==> config.mk <==
export PLATFORM = sky130hd
export DESIGN_NAME = edge_read_top
export DESIGN_NICKNAME = d
export VERILOG_FILES = /design/src/source/edge_read_pkg.sv /design/src/source/edge_read_extract.sv /design/src/source/edge_read_fifo.sv /design/src/source/edge_read_request.sv /design/src/source/edge_read_top.sv
export SDC_FILE = /design/constraint.sdc
export NUM_CORES = 1
export LEC_CHECK = 0
export BUFFER_PORTS_ARGS = -buffer_cell sky130_fd_sc_hd__clkbuf_2
export CAP_MARGIN = 15
export CORE_UTILIZATION = 45
export CTS_CLUSTER_SIZE = 14
export DETAILED_ROUTE_END_ITERATION = 10
export PLACE_DENSITY = 0.73
export SETUP_SLACK_MARGIN = 0.3
export SKIP_CTS_REPAIR_TIMING = 1
export SLEW_MARGIN = 20
export SYNTH_ARGS = -nofsm -noshare
export SYNTH_HDL_FRONTEND = slang
export SYNTH_SLANG_ARGS = --single-unit
==> constraint.sdc <==
create_clock -name clock -period 8.05 [get_ports clock]
set_input_delay 1.61 -clock clock [delete_from_list [all_inputs] [get_ports clock]]
set_output_delay 1.61 -clock clock [all_outputs]
set_load 0.02 [all_outputs]
==> src/source/edge_read_pkg.sv <==
/*
 * Shared widths, edge kinds and payload structs of the edge-data read path.
 * Modules and the testbench refer to these by scoped name.
 */

package edge_read_pkg;

	//////////////////////////////
	// Widths
	//////////////////////////////

	localparam int WORD_BITS      = 32;
	localparam int HALF_BITS      = 256;
	localparam int LINE_WORDS     = 16;
	localparam int HALF_WORDS     = HALF_BITS / WORD_BITS;
	localparam int OFFSET_BITS    = $clog2(LINE_WORDS);
	localparam int INDEX_BITS     = 32;
	localparam int LINE_ADDR_BITS = INDEX_BITS - OFFSET_BITS;
	localparam int TAG_BITS       = 8;

	// Which edge array a request reads
	typedef enum logic [1:0] {
		kind_src     = 2'd0,
		kind_dst     = 2'd1,
		kind_weight  = 2'd2,
		kind_invalid = 2'd3
	} edge_kind_t;

	// Travels with each outstanding line read
	typedef struct packed {
		logic [OFFSET_BITS-1:0] offset;
		edge_kind_t             kind;
		logic [TAG_BITS-1:0]    tag;
	} edge_meta_t;

	// One extracted edge word for the client
	typedef struct packed {
		logic [WORD_BITS-1:0] data;
		edge_kind_t           kind;
		logic [TAG_BITS-1:0]  tag;
	} edge_result_t;

	// Memory is big-endian per word, clients want little-endian
	function automatic logic [WORD_BITS-1:0] swap_bytes(input logic [WORD_BITS-1:0] word);
		return {word[7:0], word[15:8], word[23:16], word[31:24]};
	endfunction

endpackage

==> src/source/edge_read_extract.sv <==
/*
 * Extract stage. Pairs the two cacheline halves, picks the word at the
 * offset from metadata, byte-swaps it and offers the result downstream.
 */

module edge_read_extract (
	input  logic                                clock,
	input  logic                                rstn,
	input  logic                                half0_valid,
	input  logic [edge_read_pkg::HALF_BITS-1:0] half0_data,
	output logic                                half0_ready,
	input  logic                                half1_valid,
	input  logic [edge_read_pkg::HALF_BITS-1:0] half1_data,
	output logic                                half1_ready,
	input  logic                                meta_valid,
	input  edge_read_pkg::edge_meta_t           meta,
	output logic                                meta_ready,
	output logic                                res_valid,
	output edge_read_pkg::edge_result_t         res,
	input  logic                                res_ready
);

	localparam int WORD_BITS   = edge_read_pkg::WORD_BITS;
	localparam int HALF_BITS   = edge_read_pkg::HALF_BITS;
	localparam int OFFSET_BITS = edge_read_pkg::OFFSET_BITS;
	localparam int TAG_BITS    = edge_read_pkg::TAG_BITS;

	logic                        active;
	logic [HALF_BITS-1:0]        h0_data;
	logic [HALF_BITS-1:0]        h1_data;
	logic                        h0_full;
	logic                        h1_full;
	logic                        fire;
	logic [OFFSET_BITS-2:0]      word_idx;
	logic [WORD_BITS-1:0]        word;
	logic                        sel_valid;
	logic [WORD_BITS-1:0]        sel_word;
	edge_read_pkg::edge_kind_t   sel_kind;
	logic [TAG_BITS-1:0]         sel_tag;
	logic                        swap_load;
	logic                        sel_free;
	logic [WORD_BITS-1:0]        res_data;
	edge_read_pkg::edge_kind_t   res_kind;
	logic [TAG_BITS-1:0]         res_tag;

	always_ff @(posedge clock or negedge rstn) begin
		if (!rstn)
			active <= 1'b0;
		else
			active <= 1'b1;
	end

	//////////////////////////////
	// Capture registers
	//////////////////////////////

	// One slot per channel lets the halves arrive with any skew
	assign half0_ready = active && !h0_full;
	assign half1_ready = active && !h1_full;

	always_ff @(posedge clock or negedge rstn) begin
		if (!rstn) begin
			h0_full <= 1'b0;
			h1_full <= 1'b0;
		end else begin
			if (half0_valid && half0_ready)
				h0_full <= 1'b1;
			else if (fire)
				h0_full <= 1'b0;
			if (half1_valid && half1_ready)
				h1_full <= 1'b1;
			else if (fire)
				h1_full <= 1'b0;
		end
	end

	always_ff @(posedge clock) begin
		if (half0_valid && half0_ready)
			h0_data <= half0_data;
		if (half1_valid && half1_ready)
			h1_data <= half1_data;
	end

	//////////////////////////////
	// Word select
	//////////////////////////////

	assign swap_load = sel_valid && (!res_valid || res_ready);
	assign sel_free  = !sel_valid || swap_load;
	assign fire      = h0_full && h1_full && meta_valid && sel_free;
	assign meta_ready = fire;

	// Top offset bit picks the half
	assign word_idx = meta.offset[OFFSET_BITS-2:0];
	assign word = meta.offset[OFFSET_BITS-1] ? h1_data[word_idx*WORD_BITS +: WORD_BITS]
		: h0_data[word_idx*WORD_BITS +: WORD_BITS];

	always_ff @(posedge clock or negedge rstn) begin
		if (!rstn) begin
			sel_valid <= 1'b0;
			sel_kind  <= edge_read_pkg::kind_invalid;
		end else if (fire) begin
			sel_valid <= 1'b1;
			sel_kind  <= meta.kind;
		end else if (swap_load) begin
			sel_valid <= 1'b0;
		end
	end

	always_ff @(posedge clock) begin
		if (fire) begin
			sel_word <= word;
			sel_tag  <= meta.tag;
		end
	end

	//////////////////////////////
	// Swap register
	//////////////////////////////

	always_ff @(posedge clock or negedge rstn) begin
		if (!rstn) begin
			res_valid <= 1'b0;
			res_kind  <= edge_read_pkg::kind_invalid;
		end else if (swap_load) begin
			res_valid <= 1'b1;
			res_kind  <= sel_kind;
		end else if (res_ready) begin
			res_valid <= 1'b0;
		end
	end

	always_ff @(posedge clock) begin
		if (swap_load) begin
			res_data <= edge_read_pkg::swap_bytes(sel_word);
			res_tag  <= sel_tag;
		end
	end

	assign res = '{data: res_data, kind: res_kind, tag: res_tag};

	// A pop consumes both halves and leaves both slots empty
	a_pop_pairs: assert property (@(posedge clock) disable iff (!rstn)
		meta_valid && meta_ready |-> h0_full && h1_full ##1 !h0_full && !h1_full)
		else $error("metadata popped without a complete line");

	a_hold_result: assert property (@(posedge clock) disable iff (!rstn)
		res_valid && !res_ready |=> res_valid && $stable(res))
		else $error("result overwritten before acceptance");

endmodule

==> src/source/edge_read_fifo.sv <==
/*
 * Show-ahead valid/ready FIFO with a payload type parameter.
 * Holds request metadata and finished results. DEPTH must be a power of two.
 */

module edge_read_fifo #(
	parameter type payload_t = edge_read_pkg::edge_meta_t,
	parameter int  DEPTH     = 4
) (
	input  logic     clock,
	input  logic     rstn,
	input  logic     in_valid,
	input  payload_t in_payload,
	output logic     in_ready,
	output logic     out_valid,
	output payload_t out_payload,
	input  logic     out_ready
);

	localparam int PTR_BITS = $clog2(DEPTH);

	payload_t            mem [DEPTH];
	logic [PTR_BITS:0]   wr_ptr;
	logic [PTR_BITS:0]   rd_ptr;
	logic [PTR_BITS:0]   count;
	logic                push;
	logic                pop;

	// Extra top bit tells full from empty when the indexes match
	assign count     = wr_ptr - rd_ptr;
	assign in_ready  = (count != DEPTH[PTR_BITS:0]);
	assign out_valid = (count != '0);
	assign push      = in_valid && in_ready;
	assign pop       = out_valid && out_ready;

	assign out_payload = mem[rd_ptr[PTR_BITS-1:0]];

	always_ff @(posedge clock or negedge rstn) begin
		if (!rstn) begin
			wr_ptr <= '0;
			rd_ptr <= '0;
		end else begin
			if (push)
				wr_ptr <= wr_ptr + 1'b1;
			if (pop)
				rd_ptr <= rd_ptr + 1'b1;
		end
	end

	always_ff @(posedge clock) begin
		if (push)
			mem[wr_ptr[PTR_BITS-1:0]] <= in_payload;
	end

	//////////////////////////////
	// Checks
	//////////////////////////////

	a_count_bound: assert property (@(posedge clock) disable iff (!rstn)
		count <= DEPTH[PTR_BITS:0])
		else $error("fifo holds more than DEPTH entries");

	a_head_stable: assert property (@(posedge clock) disable iff (!rstn)
		out_valid && !out_ready |=> out_valid && $stable(out_payload))
		else $error("fifo head changed while stalled");

endmodule

==> src/source/edge_read_request.sv <==
/*
 * Request stage. Splits each edge word index into a cacheline read toward
 * memory and a metadata entry holding offset, kind and tag.
 */

module edge_read_request (
	input  logic                                     clock,
	input  logic                                     rstn,
	input  logic                                     req_valid,
	input  logic [edge_read_pkg::INDEX_BITS-1:0]     req_index,
	input  edge_read_pkg::edge_kind_t                req_kind,
	input  logic [edge_read_pkg::TAG_BITS-1:0]       req_tag,
	output logic                                     req_ready,
	output logic                                     mem_valid,
	output logic [edge_read_pkg::LINE_ADDR_BITS-1:0] mem_line_addr,
	input  logic                                     mem_ready,
	output logic                                     meta_valid,
	output edge_read_pkg::edge_meta_t                meta,
	input  logic                                     meta_ready
);

	localparam int OFFSET_BITS = edge_read_pkg::OFFSET_BITS;
	localparam int INDEX_BITS  = edge_read_pkg::INDEX_BITS;

	logic active;
	logic read_free;
	logic accept;

	// Comes up one edge after reset release
	always_ff @(posedge clock or negedge rstn) begin
		if (!rstn)
			active <= 1'b0;
		else
			active <= 1'b1;
	end

	//////////////////////////////
	// Handshake
	//////////////////////////////

	// Both the read register and the metadata FIFO must take the request
	assign read_free = !mem_valid || mem_ready;
	assign req_ready = active && read_free && meta_ready;
	assign accept    = req_valid && req_ready;

	// Metadata is pushed on the accepting edge
	assign meta_valid  = accept;
	assign meta.offset = req_index[OFFSET_BITS-1:0];
	assign meta.kind   = req_kind;
	assign meta.tag    = req_tag;

	//////////////////////////////
	// Read register
	//////////////////////////////

	always_ff @(posedge clock or negedge rstn) begin
		if (!rstn)
			mem_valid <= 1'b0;
		else if (accept)
			mem_valid <= 1'b1;
		else if (mem_ready)
			mem_valid <= 1'b0;
	end

	always_ff @(posedge clock) begin
		if (accept)
			mem_line_addr <= req_index[INDEX_BITS-1:OFFSET_BITS];
	end

	// Every metadata push is matched by a read of the same line
	a_push_with_read: assert property (@(posedge clock) disable iff (!rstn)
		meta_valid && meta_ready |=>
			mem_valid && mem_line_addr == $past(req_index[INDEX_BITS-1:OFFSET_BITS]))
		else $error("metadata push without matching line read");

endmodule

==> src/source/edge_read_top.sv <==
/*
 * Edge-data read path. Request stage, metadata FIFO, extract stage and
 * result FIFO in a chain; up to META_DEPTH reads are in flight.
 */

module edge_read_top #(
	parameter int META_DEPTH = 8,
	parameter int OUT_DEPTH  = 4
) (
	input  logic                                     clock,
	input  logic                                     rstn,
	input  logic                                     req_valid,
	input  logic [edge_read_pkg::INDEX_BITS-1:0]     req_index,
	input  edge_read_pkg::edge_kind_t                req_kind,
	input  logic [edge_read_pkg::TAG_BITS-1:0]       req_tag,
	output logic                                     req_ready,
	output logic                                     mem_valid,
	output logic [edge_read_pkg::LINE_ADDR_BITS-1:0] mem_line_addr,
	input  logic                                     mem_ready,
	input  logic                                     half0_valid,
	input  logic [edge_read_pkg::HALF_BITS-1:0]      half0_data,
	output logic                                     half0_ready,
	input  logic                                     half1_valid,
	input  logic [edge_read_pkg::HALF_BITS-1:0]      half1_data,
	output logic                                     half1_ready,
	output logic                                     out_valid,
	output logic [edge_read_pkg::WORD_BITS-1:0]      out_data,
	output edge_read_pkg::edge_kind_t                out_kind,
	output logic [edge_read_pkg::TAG_BITS-1:0]       out_tag,
	input  logic                                     out_ready
);

	logic                         push_valid;
	edge_read_pkg::edge_meta_t    push_meta;
	logic                         push_ready;
	logic                         pop_valid;
	edge_read_pkg::edge_meta_t    pop_meta;
	logic                         pop_ready;
	logic                         res_valid;
	edge_read_pkg::edge_result_t  res;
	logic                         res_ready;
	edge_read_pkg::edge_result_t  out_res;

	edge_read_request u_request (
		.clock         (clock),
		.rstn          (rstn),
		.req_valid     (req_valid),
		.req_index     (req_index),
		.req_kind      (req_kind),
		.req_tag       (req_tag),
		.req_ready     (req_ready),
		.mem_valid     (mem_valid),
		.mem_line_addr (mem_line_addr),
		.mem_ready     (mem_ready),
		.meta_valid    (push_valid),
		.meta          (push_meta),
		.meta_ready    (push_ready)
	);

	edge_read_fifo #(
		.payload_t (edge_read_pkg::edge_meta_t),
		.DEPTH     (META_DEPTH)
	) u_meta_fifo (
		.clock       (clock),
		.rstn        (rstn),
		.in_valid    (push_valid),
		.in_payload  (push_meta),
		.in_ready    (push_ready),
		.out_valid   (pop_valid),
		.out_payload (pop_meta),
		.out_ready   (pop_ready)
	);

	edge_read_extract u_extract (
		.clock       (clock),
		.rstn        (rstn),
		.half0_valid (half0_valid),
		.half0_data  (half0_data),
		.half0_ready (half0_ready),
		.half1_valid (half1_valid),
		.half1_data  (half1_data),
		.half1_ready (half1_ready),
		.meta_valid  (pop_valid),
		.meta        (pop_meta),
		.meta_ready  (pop_ready),
		.res_valid   (res_valid),
		.res         (res),
		.res_ready   (res_ready)
	);

	edge_read_fifo #(
		.payload_t (edge_read_pkg::edge_result_t),
		.DEPTH     (OUT_DEPTH)
	) u_out_fifo (
		.clock       (clock),
		.rstn        (rstn),
		.in_valid    (res_valid),
		.in_payload  (res),
		.in_ready    (res_ready),
		.out_valid   (out_valid),
		.out_payload (out_res),
		.out_ready   (out_ready)
	);

	// Result channel fields
	assign out_data = out_res.data;
	assign out_kind = out_res.kind;
	assign out_tag  = out_res.tag;

endmodule

==> reports/results.ini, run 1 <==
[run_status]
status = finished clean

[clock_network]
path_clk_slew_ps = 60
clock-sinks = 924
cts_tree = done
cts-root-buf = clkbuf_16
cts_buffer_depth = 3
cts_buffers = 93
clkLatencyLatePin_ps = 670
htreeDepth = 3

[synth]
synth_edf_count = 900
synthArstFlopShare = 0.02597
synthFlopType = edfxtp_1
syn-num-nets = 2247
yosysWarnings = 0
synth-seq-cells = 924
synth_cells = 1674
syn_area_um2 = 34750
ys_seq_area_frac = 0.7951
avgSynthCellArea_um2 = 20.76
ys_types = 43

[timing]
rsz0062_at_grt = false
hold_violations = 0
fin_hold_ws_ps = 416.6
maxSlewViolCount = 0
relSlewSlack = 0.2910
skew_ps = 32.18
clock.fmax_mhz = 195.3
worst_slack_ps = 2929
period_share = 0.6362
tightest_slew_ps = 1063
post-route-min-period_ps = 5121
tns_ps = 0
setup_viol = 0

[cells_and_area]
syn_to_final_growth_pct = 21.20
finish.utilization = 0.5528
final_cells = 3475
nets = 2922
drive_above_1_share = 0.4034

[drt]
drt-total-wl_um = 90100
drc = 0
drtIter0Drc = 1698
firstDrtPassIters = 5
ant_nets = 0
wl_per_cell_um = 25.93
vias = 18730
viasPerCell = 5.391

[power]
comb_power_share = 0.303
p_clk_frac = 0.268
p_leak_nw = 15.48
pwr-share-seq = 0.429
power_density_nw_per_um2 = 373.4
switching_share = 0.3289
switchingPower_w = 0.005174
p_int_w = 0.01056
vdd_drop_max_mv = 0.2988

[floorplanning]
io_pins = 636
initial_core_util = 0.4561
coreArea_um2 = 76200
dieArea_um2 = 78340
die_y_um = 279.9
rows = 101
die_w_um = 279.9

[global_routing]
antenna_found_initial = 32
grt_overflow_total = 0
grt_pass1_wl_um = 127000
track_usage = 0.2264
grt_pass1_vias = 19100
grt_max_degree = 163

[worst_setup_path]
critPathLaunchType = flip-flop
crit_fanout = 21
cp_slowest_cell = dfrtp_1
worstPathArrival_ps = 3510
crit_path_end_kind = output port
crit_chain = inv_1 > ha_1 > o21a_1 > or3_1 > a31oi_1 > clkbuf_2
worst_path_largest_cell_delay_ps = 870
path_class = reg2out
worstPathRequired_ps = 6440

[place]
pre_cts_ws_ps = 3346
place.gp.congestion = 0.9700
io_buffers = 635
dp.final_hpwl_um = 62900
dp.cells = 3284

[worst_hold_path]
hold_class = reg2reg

[job]
drv_cap = 0

-- worst max-delay path: cells and delay by family (launching register included) --
kind	cells	cell delay, ps
and+or+nand+nor	1	420
adders and majority gates	1	480
AOI/OAI and AO/OA	2	360
buffers and inverters	2	730
DFF	1	870
-- power by group through the flow --
stage	combinational, W	sequential [W]	clock (W)
finish	0.00476	0.00675	0.00422
global route	0.00510	0.00681	0.00447
CTS	0.00482	0.00676	0.00429
detailed placement	0.00480	0.00685	0
global placement	0.00471	0.00681	0
floorplan	0.00338	0.00662	0
-- logic make-up after synthesis --
kind of cell             synth area share
multiplexers                       0.1344
AO/OA/AOI/OAI                     0.02434
AND/OR/NAND/NOR                   0.02373
flip-flops                         0.7951
other                           0.0001079
XOR/XNOR                         0.003780
buffers and inverters             0.01422
adder cells (fa/ha/maj)          0.004320
-- area by class of cell --
class | instances | area, um^2
diodes | 18 | 45.04
clock buffers | 120 | 2450
clock inverters | 53 | 543.0
fillers | 5757 | 34080
inverters | 11 | 41.29
multi-input cells | 660 | 6709
flip-flops and latches | 924 | 27640
well taps | 1030 | 1289
repair buffers | 659 | 3408
-- per-layer routing --
metal / GRT usage / vias to the layer above / routed length [um] / share of wire
li1: - / 8137 / - / -
met5: 0 / - / 128 / 0.0014
met1: 0.3134 / 9479 / 37010 / 0.41
met2: 0.3555 / 921 / 43350 / 0.48
met4: 0.07692 / 18 / 2554 / 0.028
met3: 0.05146 / 179 / 7059 / 0.078
-- flip-flops by register name, summed over array words and instances, names as in the netlist, 2 cells and up --
register and cells:
u_extract.h0_data 256, u_extract.h1_data 256, u_out_fifo.mem 168, u_meta_fifo.mem 112, u_extract.res_data 32, u_extract.sel_word 32
u_request.mem_line_addr 28, u_extract.res_tag 8, u_extract.sel_tag 8, u_meta_fifo.rd_ptr 4, u_meta_fifo.wr_ptr 4, u_out_fifo.rd_ptr 3
u_out_fifo.wr_ptr 3, u_extract.res_kind 2, u_extract.sel_kind 2
-- synth_stat cells, types with 5 or more instances --
cell / number / area [um^2]
o211ai_1: 64 / 480.5
buf_2: 23 / 115.1
and2_1: 6 / 37.54
mux4_2: 99 / 2230
buf_1: 5 / 18.77
inv_1: 10 / 37.54
nor2_1: 9 / 33.78
ha_1: 12 / 150.1
buf_6: 15 / 168.9
o21ai_0: 5 / 25.02
mux2i_1: 166 / 1662
dfrtp_1: 20 / 500.5
edfxtp_1: 900 / 27030
a22oi_1: 32 / 240.2
nand2_1: 105 / 394.1
nand3_1: 39 / 195.2
mux2_2: 68 / 765.7
xnor2_1: 11 / 96.34
nand2b_1: 7 / 43.79
nor2b_1: 6 / 37.54
clkbuf_1: 32 / 120.1
-- metrics by stage --
| stage | cell area, um^2 | total power, W |
|---|---|---|
| after CTS | 42070 | 0.01586 |
| after global placement | 39070 | 0.01152 |
| after detailed placement | 39080 | 0.01165 |
| after floorplan | 34760 | 0.01000 |
| final | 42120 | 0.01573 |
| after global routing | 42120 | 0.01638 |
-- cells in the final DEF, fill, tap and decap left out, types with 5 or more instances in the layout --
master	synthesis	final
edfxtp_1	900	900
clkbuf_2	0	635
mux2i_1	166	166
nand2_1	105	104
mux4_2	99	98
clkbuf_16	0	94
mux2_2	68	68
o211ai_1	64	64
nand3_1	39	39
a22oi_1	32	32
clkbuf_1	32	26
buf_4	4	20
clkinv_1	1	19
diode_2	0	18
dfrtp_1	20	18
clkinv_2	0	16
ha_1	12	12
xnor2_1	11	11
inv_1	10	9
nand2b_1	7	7
bufinv_16	0	7
nor2b_1	6	6
o21ai_0	5	5
nor2_1	9	5
-- final timing paths --
path	startpoint	endpoint	slack [ps]	depth (start not counted)
max	u_meta_fifo.rd_ptr[2]$_DFFE_PN0P_	req_ready	2930	6
min	u_extract.sel_tag[1]$_DFFE_PP_	u_extract.res_tag[1]$_DFFE_PP_	420	0
max reg2reg	u_meta_fifo.rd_ptr[2]$_DFFE_PN0P_	u_extract.sel_word[18]$_DFFE_PP_	3260	7
min reg2reg	u_extract.sel_tag[1]$_DFFE_PP_	u_extract.res_tag[1]$_DFFE_PP_	420	0
max in group asynchronous	rstn	u_out_fifo.rd_ptr[0]$_DFFE_PN0P_	6620	1
min in group asynchronous	rstn	u_out_fifo.rd_ptr[2]$_DFFE_PN0P_	960	1
Note: power is estimated with default switching activity, not from simulation.
==> run 2: changes to the inputs <==
==> constraint.sdc (replaced) <==
create_clock -name clock -period 4.91 [get_ports clock]
set_input_delay 0.982 -clock clock [delete_from_list [all_inputs] [get_ports clock]]
set_output_delay 0.982 -clock clock [all_outputs]
set_load 0.02 [all_outputs]
==> run 2 against run 1 <==
Against the previous run:
- clock power rose by 63%
- clock skew fell by 8.9 ps
- hold slack got worse by 39 ps
- core utilization rose by 0.58 points
- sequential power rose by 63%
- setup slack got worse by 2200 ps
- power rose by 66%
- largest power group unchanged
==> reports/results.ini, run 2 (synthesized netlist as in run 1, its figures left out) <==
[run_status]
status = finished clean

[place]
io_buffers = 635
placed_area_um2 = 39530
dp.final_hpwl_um = 65070
place.gp.congestion = 0.9381

[global_routing]
antenna_found_initial = 36
grt_max_degree = 66
grt_overflow_total = 0
grt_pass1_vias = 19260
grt.busiest_layer = met2
grt_pass1_wl_um = 127600
track_usage = 0.2285
use_met1 = 0.3124
use_met3 = 0.05388
met2_usage = 0.3550

[cells_and_area]
finish.utilization = 0.5586
n_fill_cell = 5828
multiInputGateArea_um2 = 6704
nets = 2966
final_cell_mix = edfxtp_1 (900), clkbuf_2 (635), mux2i_1 (166)
layout_commonest_cell = edfxtp_1
final_area_um2 = 42560
drive_above_1_share = 0.4127
regArea_um2 = 27640
syn_to_final_growth_pct = 22.48

[timing]
period_share = 0.8482
setup_viol = 0
maxSlewViolCount = 0
tightest_slew_ps = 1089
post-route-min-period_ps = 4164
tns_ps = 0
clock.fmax_mhz = 240.1
hold_violations = 0
relSlewSlack = 0.2741
skew_ps = 23.24
rsz0062_at_grt = false

[worst_setup_path]
crit_path_end_kind = output port
worstPathRequired_ps = 3930
critPathBufInv = 2
critPathLaunchType = flip-flop
path_class = reg2out
worst_path_largest_cell_delay_ps = 890
cpLargestDelayFamily = flip-flops
crit_chain = inv_1 > ha_1 > nor2b_1 > o21a_1 > or3_1 > a31oi_1 > clkbuf_2
cp_slowest_cell = dfrtp_1
ff2ff_setup_slack_ps = 1200
worstPathArrival_ps = 3180
crit_fanout = 18

[power]
switching_share = 0.3277
power_density_nw_per_um2 = 612.6
p_int_w = 0.01753
pwr-share-seq = 0.421
p_clk_frac = 0.264
switchingPower_w = 0.008545
comb_power_share = 0.316
p_leak_nw = 15.72
vdd_drop_max_mv = 0.4046

[clock_network]
htreeDepth = 3
cts_buffers = 94
clkLatencyLatePin_ps = 650
cts_tree = done
clock-sinks = 924
cts-root-buf = clkbuf_16
cts_buffer_depth = 3
path_clk_slew_ps = 60

[floorplanning]
die_y_um = 279.9
die_w_um = 279.9
dieArea_um2 = 78340
coreArea_um2 = 76200
rows = 101
io_pins = 636
initial_core_util = 0.4561

[drt]
viasPerCell = 5.368
wl_per_cell_um = 25.88
firstDrtPassIters = 5
vias = 18900
drtIter0Drc = 1608
ant_nets = 0
drt-total-wl_um = 91110
drc = 0

[job]
drv_cap = 0

[worst_hold_path]
hold_class = in2async

-- run 2: cell types whose count changed in the layout (fill, tap and decap cells not counted), moves of 5 or more --
cell | previous run | this run
buf_4 | 20 | 53
clkbuf_1 | 26 | 21
clkinv_1 | 19 | 24
buf_12 | 4 | 13
-- run 2: path summary, 6_finish.rpt --
kind	startpoint	to	cells after the start
max in group asynchronous	rstn	u_out_fifo.rd_ptr[0]$_DFFE_PN0P_	1
min in group clock	u_extract.sel_tag[0]$_DFFE_PP_	u_extract.res_tag[0]$_DFFE_PP_	0
setup / recovery	u_meta_fifo.rd_ptr[1]$_DFFE_PN0P_	req_ready	7
hold reg to reg	u_extract.sel_tag[0]$_DFFE_PP_	u_extract.res_tag[0]$_DFFE_PP_	0
setup reg to reg	u_meta_fifo.rd_ptr[1]$_DFFE_PN0P_	u_extract.sel_word[14]$_DFFE_PP_	8
hold / removal	rstn	u_out_fifo.wr_ptr[2]$_DFFE_PN0P_	1
-- run 2: final cells by class --
class | count | area share
diodes | 22 | 0.001293
inverters | 11 | 0.0009700
flip-flops and latches | 924 | 0.6493
well taps | 1030 | 0.03028
repair buffers | 702 | 0.09077
clock inverters | 56 | 0.01246
multi-input cells | 660 | 0.1575
clock buffers | 116 | 0.05744
-- run 2: power groups by stage --
stage	Sequential [W]	Combinational [W]	Clock, W
6_report	0.0110	0.00823	0.00687
3_5_place_dp	0.0111	0.00828	0
3_3_place_gp	0.0111	0.00812	0
4_1_cts	0.0110	0.00833	0.00697
2_1_floorplan	0.0109	0.00555	0
5_1_grt	0.0111	0.00882	0.00726
-- run 2: routing by layer --
| layer | vias to the layer above | wire length [um] |
|---|---|---|
| met3 | 164 | 7461 |
| met1 | 9550 | 36980 |
| met2 | 926 | 43690 |
| met5 | - | 111 |
| li1 | 8246 | - |
| met4 | 16 | 2866 |
-- run 2: worst reg2reg max path, delay by kind of cell (launching register included) --
family	cells	cell delay, ps
buf+inv	2	690
simple gates	3	890
flops	1	890
compound gates	1	430
mux	2	550
-- run 2: stage by stage --
step	std cells	hold WS (ps)	total power, W	setup WS [ps]
detailed placement	3327	408.3	0.01940	1115
global placement	3326	404.8	0.01918	1134
CTS	3499	353.3	0.02628	709.8
finish	3521	377.2	0.02608	745.5
global route	3520	389.8	0.02714	630.9
floorplan	1674	400.3	0.01641	350.4
==> run 3: changes to the inputs <==
==> constraint.sdc (replaced) <==
create_clock -name clock -period 3.9 [get_ports clock]
set_input_delay 0.78 -clock clock [delete_from_list [all_inputs] [get_ports clock]]
set_output_delay 0.78 -clock clock [all_outputs]
set_load 0.02 [all_outputs]
==> run 3 against run 2 <==
Against the previous run:
- global-route usage decreased by 0.11 points
- critical endpoint unchanged
- die area unchanged
- clock power increased by 32%
- clock-buffer cell count increased by 6
==> reports/results.ini, run 3 (synthesized netlist as in run 1, its figures left out) <==
[global_routing]
antenna_found_initial = 27
grt_overflow_total = 0
grt_max_degree = 99
track_usage = 0.2274
grt_pass1_vias = 19240
grt_pass1_wl_um = 127000

[cells_and_area]
n_fill_cell = 5713
final_cell_mix = edfxtp_1 (900), clkbuf_2 (635), mux2i_1 (166)
syn_to_final_growth_pct = 23.33
nets = 2971
drive_above_1_share = 0.4225
layout_commonest_cell = edfxtp_1

[timing]
hold_violations = 0
tns_ps = 0
clock.fmax_mhz = 280.1
period_share = 0.9156
tightest_slew_ps = 837.3
worst_slack_ps = 329.3
maxSlewViolCount = 0
skew_ps = 43.98
relSlewSlack = 0.4418
post-route-min-period_ps = 3571
rsz0062_at_grt = true
setup_viol = 0

[worst_setup_path]
worstPathArrival_ps = 2790
cp-startpoint = u_meta_fifo.rd_ptr[1]$_DFFE_PN0P_
rr_startpoint = u_meta_fifo.rd_ptr[2]$_DFFE_PN0P_
worstPathRequired_ps = 3120
crit_end = req_ready
path_class = reg2out
reg2regPathDepth = 8
crit_fanout = 12
timing.rr.end = u_extract.sel_word[13]$_DFFE_PP_
critPathLaunchType = flip-flop
ff2ff_setup_slack_ps = 630
crit_path_end_kind = output port

[clock_network]
cts-root-buf = clkbuf_16
cts_tree = done
cts_buffer_depth = 3
htreeDepth = 3
clkLatencyLatePin_ps = 670
clock-sinks = 924
path_clk_slew_ps = 60
cts_buffers = 93

[floorplanning]
coreArea_um2 = 76200
die_w_um = 279.9
initial_core_util = 0.4561
die_y_um = 279.9
dieArea_um2 = 78340
rows = 101
io_pins = 636

[worst_hold_path]
hold_class = in2async

[place]
dp.final_hpwl_um = 66200
place.gp.congestion = 0.9446
pre_cts_ws_ps = 419.2
io_buffers = 635

[job]
drv_cap = 0

[drt]
drt-total-wl_um = 90740
drtIter0Drc = 1503
wl_per_cell_um = 25.74
firstDrtPassIters = 5
drc = 0
vias = 18630
viasPerCell = 5.285
ant_nets = 0

[power]
vdd_drop_max_mv = 0.5691
pwr-share-seq = 0.412
comb_power_share = 0.317
p_int_w = 0.02258
switchingPower_w = 0.01089
p_leak_nw = 15.85
power_density_nw_per_um2 = 780.9
power_w = 0.03347
p_clk_frac = 0.270
switching_share = 0.3254

[run_status]
status = finished clean

[run 3: cell count changes in the layout (fill, tap and decap cells not counted), sizes merged]
cell | before | now
clkinvlp | 5 | 3
inv | 13 | 16
clkbuf | 751 | 757
diode | 22 | 18
bufinv | 6 | 11
clkinv | 43 | 34
buf | 67 | 73
[run 3: metrics by stage]
stage	util	area (um^2)	hold WS (ps)	std cells
6_report	0.5625	42860	153.7	3526
5_1_grt	0.5624	42850	164.5	3523
4_1_cts	0.5618	42810	143.8	3508
3_5_place_dp	0.5205	39660	404.5	3333
3_3_place_gp	0.5205	39660	401.5	3333
2_1_floorplan	-	34880	400.3	1674
[run 3: how the worst min path moves through the flow]
stage | start | end | slack [ps] | depth (start not counted)
6_report | rstn | u_extract.active$_DFF_PN0_ | 150 | 1
5_1_grt | rstn | u_extract.active$_DFF_PN0_ | 160 | 1
4_1_cts | rstn | u_meta_fifo.wr_ptr[1]$_DFFE_PN0P_ | 140 | 1
3_5_place_dp | u_extract.sel_word[27]$_DFFE_PP_ | u_extract.res_data[3]$_DFFE_PP_ | 400 | 0
3_3_place_gp | u_extract.sel_tag[0]$_DFFE_PP_ | u_extract.res_tag[0]$_DFFE_PP_ | 400 | 0
2_1_floorplan | u_extract.sel_word[24]$_DFFE_PP_ | u_extract.res_data[0]$_DFFE_PP_ | 400 | 0
[run 3: cell type report]
type,instances,area [um^2],area share
multi-input cells,660,6782,0.1582
inverters,11,43.79,0.001022
flip-flops and latches,924,27640,0.6449
well taps,1030,1289,0.03007
repair buffers,708,3918,0.09140
clock buffers,122,2467,0.05757
diodes,18,45.04,0.001051
clock inverters,53,676.9,0.01579
[run 3: per-layer routing]
metal  GRT usage  wire length (um)  vias up
met5           0                46        -
met4     0.07608              2593        8
met3     0.05063              6958      161
met2      0.3574             43620      836
met1      0.3153             37530     9386
li1            -                 -     8243
[run 3: power groups by stage]
stage               logic, W  registers [W]  clock network [W]
floorplan            0.00706         0.0136                  0
global placement      0.0105         0.0139                  0
detailed placement    0.0107         0.0140                  0
CTS                   0.0107         0.0138            0.00921
global route          0.0113         0.0139            0.00958
finish                0.0106         0.0138            0.00905
[run 3: worst max-delay path, cell delays in order (launching register included)]
cell and delay, ps:
dfrtp_2 570, inv_4 60, ha_4 220, nor2b_1 130, o21a_1 220, or3_4 420, a31oi_1 270, clkbuf_2 230
